**config.mk**
```make
export PLATFORM = sky130hd
export DESIGN_NAME = decode_issue
export DESIGN_NICKNAME = d
export VERILOG_FILES = /design/src/issue_pkg.sv /design/src/decode_issue.sv /design/src/instr_fields.sv /design/src/issue_ctrl.sv /design/src/issue_packer.sv /design/src/operand_resolve.sv
export VERILOG_INCLUDE_DIRS = /design/src
export SDC_FILE = /design/constraint.sdc
export NUM_CORES = 1
export LEC_CHECK = 0
export ABC_CLOCK_PERIOD_IN_PS = 2000
export BUFFER_PORTS_ARGS = -buffer_cell sky130_fd_sc_hd__buf_4
export CAP_MARGIN = 20
export CORE_AREA = 2 2 374 376
export DETAILED_ROUTE_END_ITERATION = 10
export DIE_AREA = 0 0 376 378
export PLACE_DENSITY = 0.35
export SETUP_SLACK_MARGIN = 0.15
export SLEW_MARGIN = 30
export SYNTH_ARGS = -nofsm -noshare
export SYNTH_HDL_FRONTEND = slang
export SYNTH_SLANG_ARGS = --single-unit
```
**constraint.sdc**
```tcl
create_clock -name clk -period 2 [get_ports clk]
set_input_delay 0.3 -clock clk [delete_from_list [all_inputs] [get_ports clk]]
set_output_delay 0.3 -clock clk [all_outputs]
set_load 0.05 [all_outputs]
```
**src/issue_defines.svh**
```systemverilog
`ifndef ISSUE_DEFINES_SVH
`define ISSUE_DEFINES_SVH

// datapath width
`define XLEN 32

// architectural register index
`define REG_ADDR_W 5

// reorder buffer tags, tag 0 means none
`define TAG_W 4
`define ROB_DEPTH 16

`endif

```
**src/issue_pkg.sv**
```systemverilog
`default_nettype none
`include "issue_defines.svh"

package issue_pkg;

    typedef enum logic [6:0] {
        op_lui      = 7'b0110111,
        op_auipc    = 7'b0010111,
        op_jal      = 7'b1101111,
        op_jalr     = 7'b1100111,
        op_br       = 7'b1100011,
        op_load     = 7'b0000011,
        op_store    = 7'b0100011,
        op_imm      = 7'b0010011,
        op_reg      = 7'b0110011,
        op_misc_mem = 7'b0001111,
        op_system   = 7'b1110011
    } rv_opcode_e;

    // funct3 slots of slt/sltu reused for sub and sra
    typedef enum logic [2:0] {
        alu_add = 3'b000,
        alu_sll = 3'b001,
        alu_sub = 3'b010,
        alu_xor = 3'b100,
        alu_srl = 3'b101,
        alu_sra = 3'b011,
        alu_or  = 3'b110,
        alu_and = 3'b111
    } alu_op_e;

    // encoded as funct3
    typedef enum logic [2:0] {
        beq  = 3'b000,
        bne  = 3'b001,
        slt  = 3'b010,
        sltu = 3'b011,
        blt  = 3'b100,
        bge  = 3'b101,
        bltu = 3'b110,
        bgeu = 3'b111
    } cmp_op_e;

    typedef enum logic [1:0] {
        tgt_alu,
        tgt_cmp,
        tgt_drop,
        tgt_none
    } issue_target_e;

    typedef struct packed {
        logic [`XLEN-1:0] instr;
        logic [`XLEN-1:0] pc;
    } iq_entry_t;

    typedef struct packed {
        logic [`XLEN-1:0]  rs1_value;
        logic [`TAG_W-1:0] rs1_tag;
        logic [`XLEN-1:0]  rs2_value;
        logic [`TAG_W-1:0] rs2_tag;
    } rf_read_t;

    typedef struct packed {
        logic             ready;
        logic [`XLEN-1:0] value;
    } rob_bypass_t;

    typedef rob_bypass_t [`ROB_DEPTH-1:0] rob_bypass_arr_t;

    // valid means the value is present
    typedef struct packed {
        logic [`XLEN-1:0]  value;
        logic [`TAG_W-1:0] tag;
        logic              valid;
    } operand_t;

    typedef struct packed {
        rv_opcode_e             opcode;
        issue_target_e          target;
        logic [`REG_ADDR_W-1:0] rs1;
        logic [`REG_ADDR_W-1:0] rs2;
        logic [`REG_ADDR_W-1:0] rd;
        logic                   uses_rs2;
        alu_op_e                alu_op;
        cmp_op_e                cmp_op;
        logic                   branch;
        logic [`XLEN-1:0]       imm;
        logic [`XLEN-1:0]       b_imm;
        logic [`XLEN-1:0]       pc;
    } decoded_t;

    typedef struct packed {
        logic                   we;
        logic [`REG_ADDR_W-1:0] rd;
        logic [`TAG_W-1:0]      tag;
    } rename_t;

    typedef struct packed {
        logic                   valid;
        logic [`XLEN-1:0]       pc;
        rv_opcode_e             opcode;
        logic [`REG_ADDR_W-1:0] rd;
    } rob_alloc_t;

    typedef struct packed {
        logic              valid;
        alu_op_e           op;
        operand_t          rs1;
        operand_t          rs2;
        logic [`TAG_W-1:0] rob_tag;
    } alu_issue_t;

    typedef struct packed {
        logic              valid;
        cmp_op_e           op;
        logic              branch;
        operand_t          rs1;
        operand_t          rs2;
        logic [`XLEN-1:0]  pc;
        logic [`XLEN-1:0]  b_imm;
        logic [`TAG_W-1:0] rob_tag;
    } cmp_issue_t;

endpackage

`default_nettype wire

```
**src/decode_issue.sv**
```systemverilog
`timescale 1ns/1ns
`default_nettype none
`include "issue_defines.svh"

module decode_issue (
    input  logic                       clk,
    input  logic                       rst_n_i,
    input  logic                       flush_i,
    input  issue_pkg::iq_entry_t       iq_entry_i,
    input  logic                       iq_empty_i,
    output logic                       iq_read_o,
    output logic [`REG_ADDR_W-1:0]     rs1_o,
    output logic [`REG_ADDR_W-1:0]     rs2_o,
    input  issue_pkg::rf_read_t        rf_entry_i,
    output issue_pkg::rename_t         rename_o,
    input  issue_pkg::rob_bypass_arr_t rob_bypass_i,
    input  logic [`TAG_W-1:0]          rob_free_tag_i,
    input  logic                       rob_full_i,
    output issue_pkg::rob_alloc_t      rob_alloc_o,
    input  logic                       alu_rs_full_i,
    output issue_pkg::alu_issue_t      alu_issue_o,
    input  logic                       cmp_rs_full_i,
    output issue_pkg::cmp_issue_t      cmp_issue_o
);

    issue_pkg::decoded_t      dec;
    issue_pkg::operand_t      rs1_op;
    issue_pkg::operand_t      rs2_op;
    logic                     fire;
    issue_pkg::issue_target_e fire_target;
    logic                     fwd_valid;
    logic [`REG_ADDR_W-1:0]   fwd_rd;
    logic [`TAG_W-1:0]        fwd_tag;

    instr_fields u_fields (
        .iq_entry_i (iq_entry_i),
        .decoded_o  (dec)
    );

    // register file read addresses
    assign rs1_o = dec.rs1;
    assign rs2_o = dec.rs2;

    issue_ctrl u_ctrl (
        .clk            (clk),
        .rst_n_i        (rst_n_i),
        .flush_i        (flush_i),
        .dec_i          (dec),
        .iq_empty_i     (iq_empty_i),
        .rob_full_i     (rob_full_i),
        .rob_free_tag_i (rob_free_tag_i),
        .alu_rs_full_i  (alu_rs_full_i),
        .cmp_rs_full_i  (cmp_rs_full_i),
        .iq_read_o      (iq_read_o),
        .rename_o       (rename_o),
        .fire_o         (fire),
        .fire_target_o  (fire_target),
        .fwd_valid_o    (fwd_valid),
        .fwd_rd_o       (fwd_rd),
        .fwd_tag_o      (fwd_tag)
    );

    operand_resolve u_rs1 (
        .src_i        (dec.rs1),
        .rf_value_i   (rf_entry_i.rs1_value),
        .rf_tag_i     (rf_entry_i.rs1_tag),
        .rob_bypass_i (rob_bypass_i),
        .fwd_valid_i  (fwd_valid),
        .fwd_rd_i     (fwd_rd),
        .fwd_tag_i    (fwd_tag),
        .operand_o    (rs1_op)
    );

    operand_resolve u_rs2 (
        .src_i        (dec.rs2),
        .rf_value_i   (rf_entry_i.rs2_value),
        .rf_tag_i     (rf_entry_i.rs2_tag),
        .rob_bypass_i (rob_bypass_i),
        .fwd_valid_i  (fwd_valid),
        .fwd_rd_i     (fwd_rd),
        .fwd_tag_i    (fwd_tag),
        .operand_o    (rs2_op)
    );

    issue_packer u_packer (
        .clk           (clk),
        .rst_n_i       (rst_n_i),
        .flush_i       (flush_i),
        .fire_i        (fire),
        .fire_target_i (fire_target),
        .dec_i         (dec),
        .rs1_op_i      (rs1_op),
        .rs2_op_i      (rs2_op),
        .rob_tag_i     (rob_free_tag_i),
        .alu_issue_o   (alu_issue_o),
        .cmp_issue_o   (cmp_issue_o),
        .rob_alloc_o   (rob_alloc_o)
    );

endmodule

`default_nettype wire

```
**src/instr_fields.sv**
```systemverilog
`timescale 1ns/1ns
`default_nettype none
`include "issue_defines.svh"

module instr_fields (
    input  issue_pkg::iq_entry_t iq_entry_i,
    output issue_pkg::decoded_t  decoded_o
);

    logic [`XLEN-1:0]       instr;
    issue_pkg::rv_opcode_e  opcode;
    logic [2:0]             funct3;
    logic                   funct7_b5;
    logic [`REG_ADDR_W-1:0] rd;
    logic [`XLEN-1:0]       i_imm;
    logic [`XLEN-1:0]       b_imm;
    logic [`XLEN-1:0]       u_imm;
    logic                   is_cmp_funct;

    assign instr     = iq_entry_i.instr;
    assign opcode    = issue_pkg::rv_opcode_e'(instr[6:0]);
    assign funct3    = instr[14:12];
    assign funct7_b5 = instr[30];
    assign rd        = instr[11:7];

    assign i_imm = {{(`XLEN-12){instr[31]}}, instr[31:20]};
    assign b_imm = {{(`XLEN-12){instr[31]}}, instr[7], instr[30:25], instr[11:8], 1'b0};
    assign u_imm = {instr[31:12], 12'h000};

    // slt/sltu and their immediate forms go to the compare station
    assign is_cmp_funct = (funct3 == 3'b010) || (funct3 == 3'b011);

    always_comb begin
        decoded_o        = '0;
        decoded_o.opcode = opcode;
        decoded_o.rs1    = instr[19:15];
        decoded_o.rs2    = instr[24:20];
        decoded_o.rd     = rd;
        decoded_o.pc     = iq_entry_i.pc;
        decoded_o.cmp_op = issue_pkg::cmp_op_e'(funct3);
        decoded_o.alu_op = issue_pkg::alu_add;
        decoded_o.target = issue_pkg::tgt_drop;

        case (opcode)
            issue_pkg::op_lui, issue_pkg::op_auipc: begin
                decoded_o.imm = u_imm;
                if (rd != '0) begin
                    decoded_o.target = issue_pkg::tgt_alu;
                end
            end
            issue_pkg::op_imm, issue_pkg::op_reg: begin
                decoded_o.imm      = i_imm;
                decoded_o.uses_rs2 = (opcode == issue_pkg::op_reg);
                case (funct3)
                    3'b000: begin
                        // subtract only exists in register form
                        if ((opcode == issue_pkg::op_reg) && funct7_b5) begin
                            decoded_o.alu_op = issue_pkg::alu_sub;
                        end
                    end
                    3'b001: decoded_o.alu_op = issue_pkg::alu_sll;
                    3'b100: decoded_o.alu_op = issue_pkg::alu_xor;
                    3'b101: begin
                        decoded_o.alu_op = funct7_b5 ? issue_pkg::alu_sra : issue_pkg::alu_srl;
                    end
                    3'b110: decoded_o.alu_op = issue_pkg::alu_or;
                    3'b111: decoded_o.alu_op = issue_pkg::alu_and;
                    default: ;
                endcase
                if (rd != '0) begin
                    decoded_o.target = is_cmp_funct ? issue_pkg::tgt_cmp : issue_pkg::tgt_alu;
                end
            end
            issue_pkg::op_br: begin
                // rd bits hold immediate here, no register write
                decoded_o.rd       = '0;
                decoded_o.uses_rs2 = 1'b1;
                decoded_o.branch   = 1'b1;
                decoded_o.b_imm    = b_imm;
                decoded_o.target   = issue_pkg::tgt_cmp;
            end
            default: ;
        endcase
    end

endmodule

`default_nettype wire

```
**src/issue_ctrl.sv**
```systemverilog
`timescale 1ns/1ns
`default_nettype none
`include "issue_defines.svh"

module issue_ctrl (
    input  logic                     clk,
    input  logic                     rst_n_i,
    input  logic                     flush_i,
    input  issue_pkg::decoded_t      dec_i,
    input  logic                     iq_empty_i,
    input  logic                     rob_full_i,
    input  logic [`TAG_W-1:0]        rob_free_tag_i,
    input  logic                     alu_rs_full_i,
    input  logic                     cmp_rs_full_i,
    output logic                     iq_read_o,
    output issue_pkg::rename_t       rename_o,
    output logic                     fire_o,
    output issue_pkg::issue_target_e fire_target_o,
    output logic                     fwd_valid_o,
    output logic [`REG_ADDR_W-1:0]   fwd_rd_o,
    output logic [`TAG_W-1:0]        fwd_tag_o
);

    logic active_q;
    logic head_ok;
    logic rob_ok;
    logic target_ok;
    logic accept;
    logic issue_accept;

    // stage idles for one cycle after reset release
    assign head_ok = active_q && !iq_empty_i && !flush_i;
    assign rob_ok  = !rob_full_i && (rob_free_tag_i != '0);

    // each target only waits on its own resources
    always_comb begin
        case (dec_i.target)
            issue_pkg::tgt_alu:  target_ok = rob_ok && !alu_rs_full_i;
            issue_pkg::tgt_cmp:  target_ok = rob_ok && !cmp_rs_full_i;
            issue_pkg::tgt_drop: target_ok = 1'b1;
            default:             target_ok = 1'b0;
        endcase
    end

    assign accept       = head_ok && target_ok;
    assign issue_accept = accept && (dec_i.target != issue_pkg::tgt_drop);

    assign iq_read_o = accept;
    assign fire_o    = issue_accept;

    always_comb begin
        if (issue_accept) begin
            fire_target_o = dec_i.target;
        end else begin
            fire_target_o = issue_pkg::tgt_none;
        end
    end

    // branches carry rd of zero so they never rename
    always_comb begin
        rename_o.we  = issue_accept && (dec_i.rd != '0);
        rename_o.rd  = dec_i.rd;
        rename_o.tag = rob_free_tag_i;
    end

    always_ff @(posedge clk or negedge rst_n_i) begin
        if (!rst_n_i) begin
            active_q    <= 1'b0;
            fwd_valid_o <= 1'b0;
            fwd_rd_o    <= '0;
            fwd_tag_o   <= '0;
        end else begin
            active_q <= 1'b1;
            if (rename_o.we) begin
                fwd_valid_o <= 1'b1;
                fwd_rd_o    <= dec_i.rd;
                fwd_tag_o   <= rob_free_tag_i;
            end else begin
                // stall, drop or flush breaks the back-to-back chain
                fwd_valid_o <= 1'b0;
                fwd_rd_o    <= '0;
                fwd_tag_o   <= '0;
            end
        end
    end

endmodule

`default_nettype wire

```
**src/issue_packer.sv**
```systemverilog
`timescale 1ns/1ns
`default_nettype none
`include "issue_defines.svh"

module issue_packer (
    input  logic                     clk,
    input  logic                     rst_n_i,
    input  logic                     flush_i,
    input  logic                     fire_i,
    input  issue_pkg::issue_target_e fire_target_i,
    input  issue_pkg::decoded_t      dec_i,
    input  issue_pkg::operand_t      rs1_op_i,
    input  issue_pkg::operand_t      rs2_op_i,
    input  logic [`TAG_W-1:0]        rob_tag_i,
    output issue_pkg::alu_issue_t    alu_issue_o,
    output issue_pkg::cmp_issue_t    cmp_issue_o,
    output issue_pkg::rob_alloc_t    rob_alloc_o
);

    logic                fire_alu;
    logic                fire_cmp;
    issue_pkg::operand_t alu_rs1;
    issue_pkg::operand_t rs2_sel;

    assign fire_alu = fire_i && !flush_i && (fire_target_i == issue_pkg::tgt_alu);
    assign fire_cmp = fire_i && !flush_i && (fire_target_i == issue_pkg::tgt_cmp);

    // lui adds to zero, auipc adds to pc
    always_comb begin
        alu_rs1 = rs1_op_i;
        if (dec_i.opcode == issue_pkg::op_lui) begin
            alu_rs1 = '{value: '0, tag: '0, valid: 1'b1};
        end else if (dec_i.opcode == issue_pkg::op_auipc) begin
            alu_rs1 = '{value: dec_i.pc, tag: '0, valid: 1'b1};
        end
    end

    // immediate forms of both stations take imm in the second slot
    always_comb begin
        if (dec_i.uses_rs2) begin
            rs2_sel = rs2_op_i;
        end else begin
            rs2_sel = '{value: dec_i.imm, tag: '0, valid: 1'b1};
        end
    end

    always_ff @(posedge clk or negedge rst_n_i) begin
        if (!rst_n_i) begin
            alu_issue_o <= '0;
            cmp_issue_o <= '0;
            rob_alloc_o <= '0;
        end else begin
            alu_issue_o.valid <= fire_alu;
            cmp_issue_o.valid <= fire_cmp;
            rob_alloc_o.valid <= fire_alu || fire_cmp;

            if (fire_alu) begin
                alu_issue_o.op      <= dec_i.alu_op;
                alu_issue_o.rs1     <= alu_rs1;
                alu_issue_o.rs2     <= rs2_sel;
                alu_issue_o.rob_tag <= rob_tag_i;
            end

            if (fire_cmp) begin
                cmp_issue_o.op      <= dec_i.cmp_op;
                cmp_issue_o.branch  <= dec_i.branch;
                cmp_issue_o.rs1     <= rs1_op_i;
                cmp_issue_o.rs2     <= rs2_sel;
                cmp_issue_o.pc      <= dec_i.pc;
                cmp_issue_o.b_imm   <= dec_i.b_imm;
                cmp_issue_o.rob_tag <= rob_tag_i;
            end

            if (fire_alu || fire_cmp) begin
                rob_alloc_o.pc     <= dec_i.pc;
                rob_alloc_o.opcode <= dec_i.opcode;
                rob_alloc_o.rd     <= dec_i.rd;
            end
        end
    end

endmodule

`default_nettype wire

```
**src/operand_resolve.sv**
```systemverilog
`timescale 1ns/1ns
`default_nettype none
`include "issue_defines.svh"

module operand_resolve (
    input  logic [`REG_ADDR_W-1:0]     src_i,
    input  logic [`XLEN-1:0]           rf_value_i,
    input  logic [`TAG_W-1:0]          rf_tag_i,
    input  issue_pkg::rob_bypass_arr_t rob_bypass_i,
    input  logic                       fwd_valid_i,
    input  logic [`REG_ADDR_W-1:0]     fwd_rd_i,
    input  logic [`TAG_W-1:0]          fwd_tag_i,
    output issue_pkg::operand_t        operand_o
);

    logic                   fwd_hit;
    logic                   bypass_hit;
    issue_pkg::rob_bypass_t rob_entry;

    // producer issued last cycle, register file not yet renamed for us
    assign fwd_hit = fwd_valid_i && (src_i != '0) && (src_i == fwd_rd_i);

    assign rob_entry  = rob_bypass_i[rf_tag_i];
    assign bypass_hit = (rf_tag_i != '0) && rob_entry.ready;

    always_comb begin
        if (fwd_hit) begin
            operand_o.value = '0;
            operand_o.tag   = fwd_tag_i;
            operand_o.valid = 1'b0;
        end else if (bypass_hit) begin
            operand_o.value = rob_entry.value;
            operand_o.tag   = '0;
            operand_o.valid = 1'b1;
        end else begin
            operand_o.value = rf_value_i;
            operand_o.tag   = rf_tag_i;
            operand_o.valid = (rf_tag_i == '0);
        end
    end

endmodule

`default_nettype wire

```
Word-level counts from Yosys, hierarchy flattened --
Index checks and enable logic that the tools add are counted.
Storage, ports and cells: flip-flop bits (word level) 285, word-level logic and storage cells 117
Cells by class: order comparisons 2, equal/unequal tests 18, multiplexer cells 29, reduce and logical (&&, ||, !) cells 39
Operator list (count):
- $bmux W33 S4 | 2
- $mux W37 | 7
- $mux W33 | 2
- $pmux W32 S2 | 1
- $mux W32 | 1
- $reduce_bool A5 Y1 | 4
- $logic_and A1 B1 Y1 | 18
- $pmux W3 S6 | 1
- $eq A7 B5 Y1 const B | 2
- $eq A7 B6 Y1 const B | 2
- $eq A3 B3 Y1 const B | 4
- $reduce_bool A4 Y1 | 3
- $eq A5 B5 Y1 | 2
- $lt A4 B5 Y1 const B | 2
- $mux W5 | 2
- $logic_not A4 Y1 | 2
- $mux W2 | 4
- $eq A7 B7 Y1 const B | 1
- $eq A3 B2 Y1 const B | 2
- $mux W3 | 2
- $pmux W2 S3 | 1
- $logic_not A1 Y1 | 5
- $eq A2 B1 Y1 const B | 2
- $logic_not A2 Y1 | 2
- other kinds (10) | 14

Longest topological paths before layout --
depth after elaboration 13, gate-level depth with buffers 9, mapped depth without buffers 7

Modules after synthesis --
Synthesis repeated with hierarchy kept, for this count alone.
Unflattened totals: cell total of the unflattened synthesis 1923, area total of the unflattened synthesis 22750.6 um2
By module, submodules not included:
- issue_packer | times used 1, cells each 849, area an instance 10908.0 um2, sequential area each 6856.6 um2
- operand_resolve | times used 2, cells each 434, area an instance 5044.8 um2, sequential area each 0.0 um2
- instr_fields | times used 1, cells each 153, area an instance 1129.8 um2, sequential area each 0.0 um2
- issue_ctrl | times used 1, cells each 53, area an instance 623.1 um2, sequential area each 275.3 um2

Worst setup path before layout --
OpenSTA, ideal clock, no wires.
kind in2reg, start input rf_entry_i[36] in the netlist's numbering, end register u_packer.cmp_issue_o[121] (netlist name), library setup time 131 ps, arrival 2365 ps, data required time 1869 ps, slack -496 ps, stages 9, buffers on the path 4, cell sequence clkbuf_1 -> buf_2 -> clkbuf_1 -> buf_2 -> mux4_2 -> a22oi_1 -> nand2_1 -> mux2i_1 -> o21ai_0
Between the ends: cells in the longest elaborated chain, start to end 5, elaborated cells on any way between the ends 6, those cells by class mux: 4; reduce/logical: 2
Ends and longest elaborated chain:
- start, declared | RTL line decode_issue.sv:14 | input issue_pkg::rf_read_t rf_entry_i,
- $bmux W33 S4 | RTL line operand_resolve.sv:23 | assign rob_entry = rob_bypass_i[rf_tag_i];
- $mux W33 (not written as such) | RTL line operand_resolve.sv:23
- $logic_and A1 B1 Y1 | RTL line operand_resolve.sv:24 | assign bypass_hit = (rf_tag_i != '0) && rob_entry.ready;
- $mux W37 * | RTL line operand_resolve.sv:31 | end else if (bypass_hit) begin
- $mux W37 * | RTL line operand_resolve.sv:27 | if (fwd_hit) begin
Mark *: on every way between the ends. The rest lies on a longest branch, timed or not. The select of a mux whose other input is x is not followed. A chain may end at the register's enable or synchronous reset.

Worst setup path in the final report --
start register u_ctrl.fwd_rd_o[0], end register u_packer.alu_issue_o[32] (netlist name)
Between the ends: cells in the longest elaborated chain, start to end 4
Ends and longest elaborated chain:
- start, declared | RTL line issue_ctrl.sv:20 | output logic [`REG_ADDR_W-1:0] fwd_rd_o,
- start signal, assigned | RTL line issue_ctrl.sv:76 | fwd_rd_o <= dec_i.rd;
- $eq A5 B5 Y1 | RTL line operand_resolve.sv:21 | assign fwd_hit = fwd_valid_i && (src_i != '0) && (src_i == fwd_rd_i);
- $logic_and A1 B1 Y1 | RTL line operand_resolve.sv:21
- $mux W37 | RTL line operand_resolve.sv:27
- $mux W37 | RTL line issue_packer.sv:40 | if (dec_i.uses_rs2) begin
No other way between the ends.

==> results_dict.tcl <==
set metrics [dict create \
    clkTransAtPathRegs_ns 0.06 \
    netSwitchingPower_w 0.00595 \
    number_of_buffers_inserted_by_port_buffering 968 \
    max_cap_violations 0 \
    finish.net_count 3796 \
    stdcell_count 4960 \
    power.share.sequential_pct 30.1 \
    setup.worst_path.end_class "register" \
    drive_above_1_share_pct 63.0 \
    top_level_ports 970 \
    grt_start_max_net_pins 49 \
    cts_buffers 35 \
    post-route-worst-setup-slack_ns -0.214 \
    cell_at_the_root_of_the_clock_tree "clkbuf_16" \
    design_power_total_w 0.0182 \
    share_comb_of_total_power_pct 34.2 \
    power_leakage_nw 16.8 \
    cellInternalPower_w 0.0123 \
    worst-setup-path-type "register to register" \
    vdd_ir_drop_max_uv 467 \
    synthToLayoutAreaGrowth_pct 78.6 \
    crit_path_top_delay_cell "dfrtp_1" \
    die-area_sq_mm 0.142 \
    yosys.cell_types.count 57 \
    timing_hold_violations_final 0 \
    p_sw_share_pct 32.6 \
    violated_checks "setup timing" \
    h_tree_levels 2 \
    placed_wire_length_estimate_mm 131 \
    layout_common_cells "1218 x buf_4, 378 x nand2_1, 264 x dfrtp_1, 258 x mux4_2, 96 x mux2i_1" \
    tritoncts_clock_tree "done" \
    dpl_cell_area_sq_mm 0.0324 \
    stdcell_area_sq_mm 0.0363 \
    worst_ep_arrival_time_ns 2.72 \
    chipWidth_um 376 \
    ys_seq_elements 265 \
    globalRouteOverflowTotal 0 \
    timing.max_slew.rel_slack_pct 61.5 \
    grt_pass1_vias 23200 \
    route.detailed.wl_per_inst_um 31.9 \
    tns_ns -14.24 \
    layout_worst_path_cycle_share_pct 111 \
    core_area_sq_mm 0.139 \
    worstMarginPinSlew_ns 0.562 \
    crit_path_max_incr_delay_ns 0.41 \
    critical-path-top-delay-family "compound AO/OA/AOI/OAI gates" \
    netlist_instances 1896 \
    synth_sequential_area_ratio_pct 32.6 \
    initialDrtViolationCount 1415 \
    worst_min_path_class "input port to register" \
    finalSetupViolations 105 \
    number_of_standard_cell_rows_in_the_floorplan 137 \
    final_max_tran_viols 0 \
    fmax_ghz 0.452 \
    grt_first_pass_wirelength_mm 206 \
    synth.net_count 2571 \
    synth-main-ff-cell "dfrtp_1" \
    place_congestion 0.892 \
    critical_path.startpoint_type "register" \
    worst-path-buf-inv 3 \
    crit_path_frequent_cell "buf_12" \
    leading_cell_type_in_the_layout_fill_and_taps_excluded "buf_4" \
    synthesis.area_sq_mm 0.0203 \
    timing.critical_path.fanout_max 12 \
    synth_enable_flop_cells 0 \
    max-clock-path-buffers 3 \
    vias 22500 \
    starting_density_pct 14.7 \
    clkPwrFrac_pct 35.7 \
    n_fill_cell 14900 \
    chipHeight_um 378 \
    ratio_of_total_power_to_cell_area_mw_per_mm2 502 \
    tritoncts_num_sinks 265 \
    drc_errors 0 \
    route.detailed.vias_per_inst 4.53 \
    insertion_delay_ns 0.56 \
    outcome "finished, violations left" \
    route.antenna.remaining_nets 0 \
    routed_wirelength_mm 158 \
    cp_cell_instances "o41ai_2 > a211oi_2 > buf_4 > or3_4 > buf_12 > o22a_4 > buf_12 > a31oi_1" \
    async_reset_ff_share_pct 100 \
    unrepaired_setup_endpoints_after_global_routing "yes" \
    grt_usage_pct 21.1 \
    clock_skew_ns 0.0272 \
    antenna_violations_before_repair 46 \
    numPlacedInstances 4797 \
    required_ns 2.51 \
    synth_area_per_cell_sq_um 10.7 \
    period_minus_slack_ns 2.21 \
    first_pass_iters 6 \
    synth_warnings 0 \
]
[kinds of logic (layout without fill, tap and decap cells)]
group	Yosys count	in the layout	share of synthesized area, %
AND/OR/NAND/NOR	639	640	13.3
AO/OA/AOI/OAI	342	342	11.7
XOR/XNOR	9	9	0.388
buffers and inverters	221	1464	5.12
other	2	15	0.0369
flip-flops	265	265	32.6
multiplexers	418	418	36.8
[cell type report]
type / instances / area [sq um] / area share (%)
Inverter: 8 / 60.1 / 0.165
Timing Repair Buffer: 1399 / 12200 / 33.7
Sequential cell: 265 / 6630 / 18.3
Clock buffer: 46 / 997 / 2.75
Multi-Input combinational cell: 1411 / 13900 / 38.4
Timing Repair inverter: 1 / 6.26 / 0.0172
Antenna cell: 13 / 32.5 / 0.0896
Clock inverter: 10 / 153 / 0.420
Tap cell: 1807 / 2260 / 6.23
[flip-flops by register name (all words and copies together) (netlist names)]
register,cells
u_packer.alu_issue_o,82
u_packer.cmp_issue_o,127
u_ctrl.fwd_rd_o,5
u_ctrl.fwd_tag_o,4
u_packer.rob_alloc_o,45
u_ctrl.fwd_valid_o,1
u_ctrl.active_q,1
[synthesized netlist by cell type, types with 5 or more instances]
| library cell | n | area [sq um] |
|---|---|---|
| a21o_1 | 5 | 37.5 |
| nand2_1 | 425 | 1600 |
| nor2_1 | 75 | 282 |
| o211ai_2 | 30 | 375 |
| and3_1 | 11 | 68.8 |
| mux2i_1 | 100 | 1000 |
| a31oi_1 | 20 | 125 |
| a21oi_1 | 82 | 410 |
| and2_1 | 9 | 56.3 |
| inv_1 | 7 | 26.3 |
| buf_4 | 39 | 293 |
| mux2_2 | 60 | 676 |
| mux4_2 | 258 | 5810 |
| o22a_1 | 23 | 201 |
| o211ai_1 | 13 | 97.6 |
| nand3_1 | 63 | 315 |
| o21ai_0 | 50 | 250 |
| nor3_1 | 7 | 35.0 |
| xnor2_1 | 5 | 43.8 |
| dfrtp_1 | 265 | 6630 |
| a22oi_1 | 66 | 495 |
| a211o_1 | 5 | 43.8 |
| buf_1 | 19 | 71.3 |
| a22o_1 | 5 | 43.8 |
| clkbuf_1 | 117 | 439 |
| o22ai_1 | 24 | 150 |
| buf_2 | 35 | 175 |
| nand2b_1 | 19 | 119 |
[layer usage]
layer / global-route usage [%] / share of wire (%)
met1: 27.3 / 42
met4: 3.24 / 1.8
met2: 36.1 / 49
met5: 0 / 0.078
met3: 4.95 / 7.0
[through the flow]
step / util [%] / setup WS (ns) / hold WS (ns)
2_1_floorplan: - / -0.325 / 0.00441
3_3_place_gp: 23.4 / -0.643 / 0.290
3_5_place_dp: 23.4 / -0.672 / 0.290
4_1_cts: 25.2 / -0.230 / 0.0124
5_1_grt: 26.2 / -0.347 / 0.0470
6_report: 26.2 / -0.214 / 0.0605
[power groups by stage]
stage          clock (W)  combinational (W)  sequential [W]
4_1_cts          0.00674            0.00627         0.00548
3_5_place_dp           0            0.00616         0.00558
3_3_place_gp           0            0.00615         0.00558
6_report         0.00650            0.00624         0.00548
2_1_floorplan          0            0.00234         0.00580
5_1_grt          0.00689            0.00661         0.00549
[worst register-to-register path: stages, from the launching register on]
cell and delay [ns]:
dfrtp_1 0.41, o41ai_2 0.36, a211oi_2 0.14, buf_4 0.18, or3_4 0.34, buf_12 0.16, o22a_4 0.28, buf_12 0.13
a31oi_1 0.15
[what timing repair did]
item                                   CTS  global route
hold buffers                            38             0
setup endpoints to repair              232           204
pin swaps                               57           141
gates cloned                            13            13
buffers inserted                        17            13
endpoints found under the hold margin  115             0
resized for setup                      114           228
[final timing paths]
check	from	endpoint	slack [ns]	cells after the start
hold / removal	iq_entry_i[8]	u_packer.cmp_issue_o[44]	0.06	3
hold reg to reg	u_packer.rob_alloc_o[18]	u_packer.rob_alloc_o[18]	0.46	2
setup reg to reg	u_ctrl.fwd_rd_o[0]	u_packer.alu_issue_o[32]	-0.21	8
min in group asynchronous	rst_n_i	u_packer.rob_alloc_o[44]	0.28	2
setup / recovery	u_ctrl.fwd_rd_o[0]	u_packer.alu_issue_o[32]	-0.21	8
max in group asynchronous	rst_n_i	u_packer.cmp_issue_o[58]	0.97	3
Power figures use the tool's default switching activity.
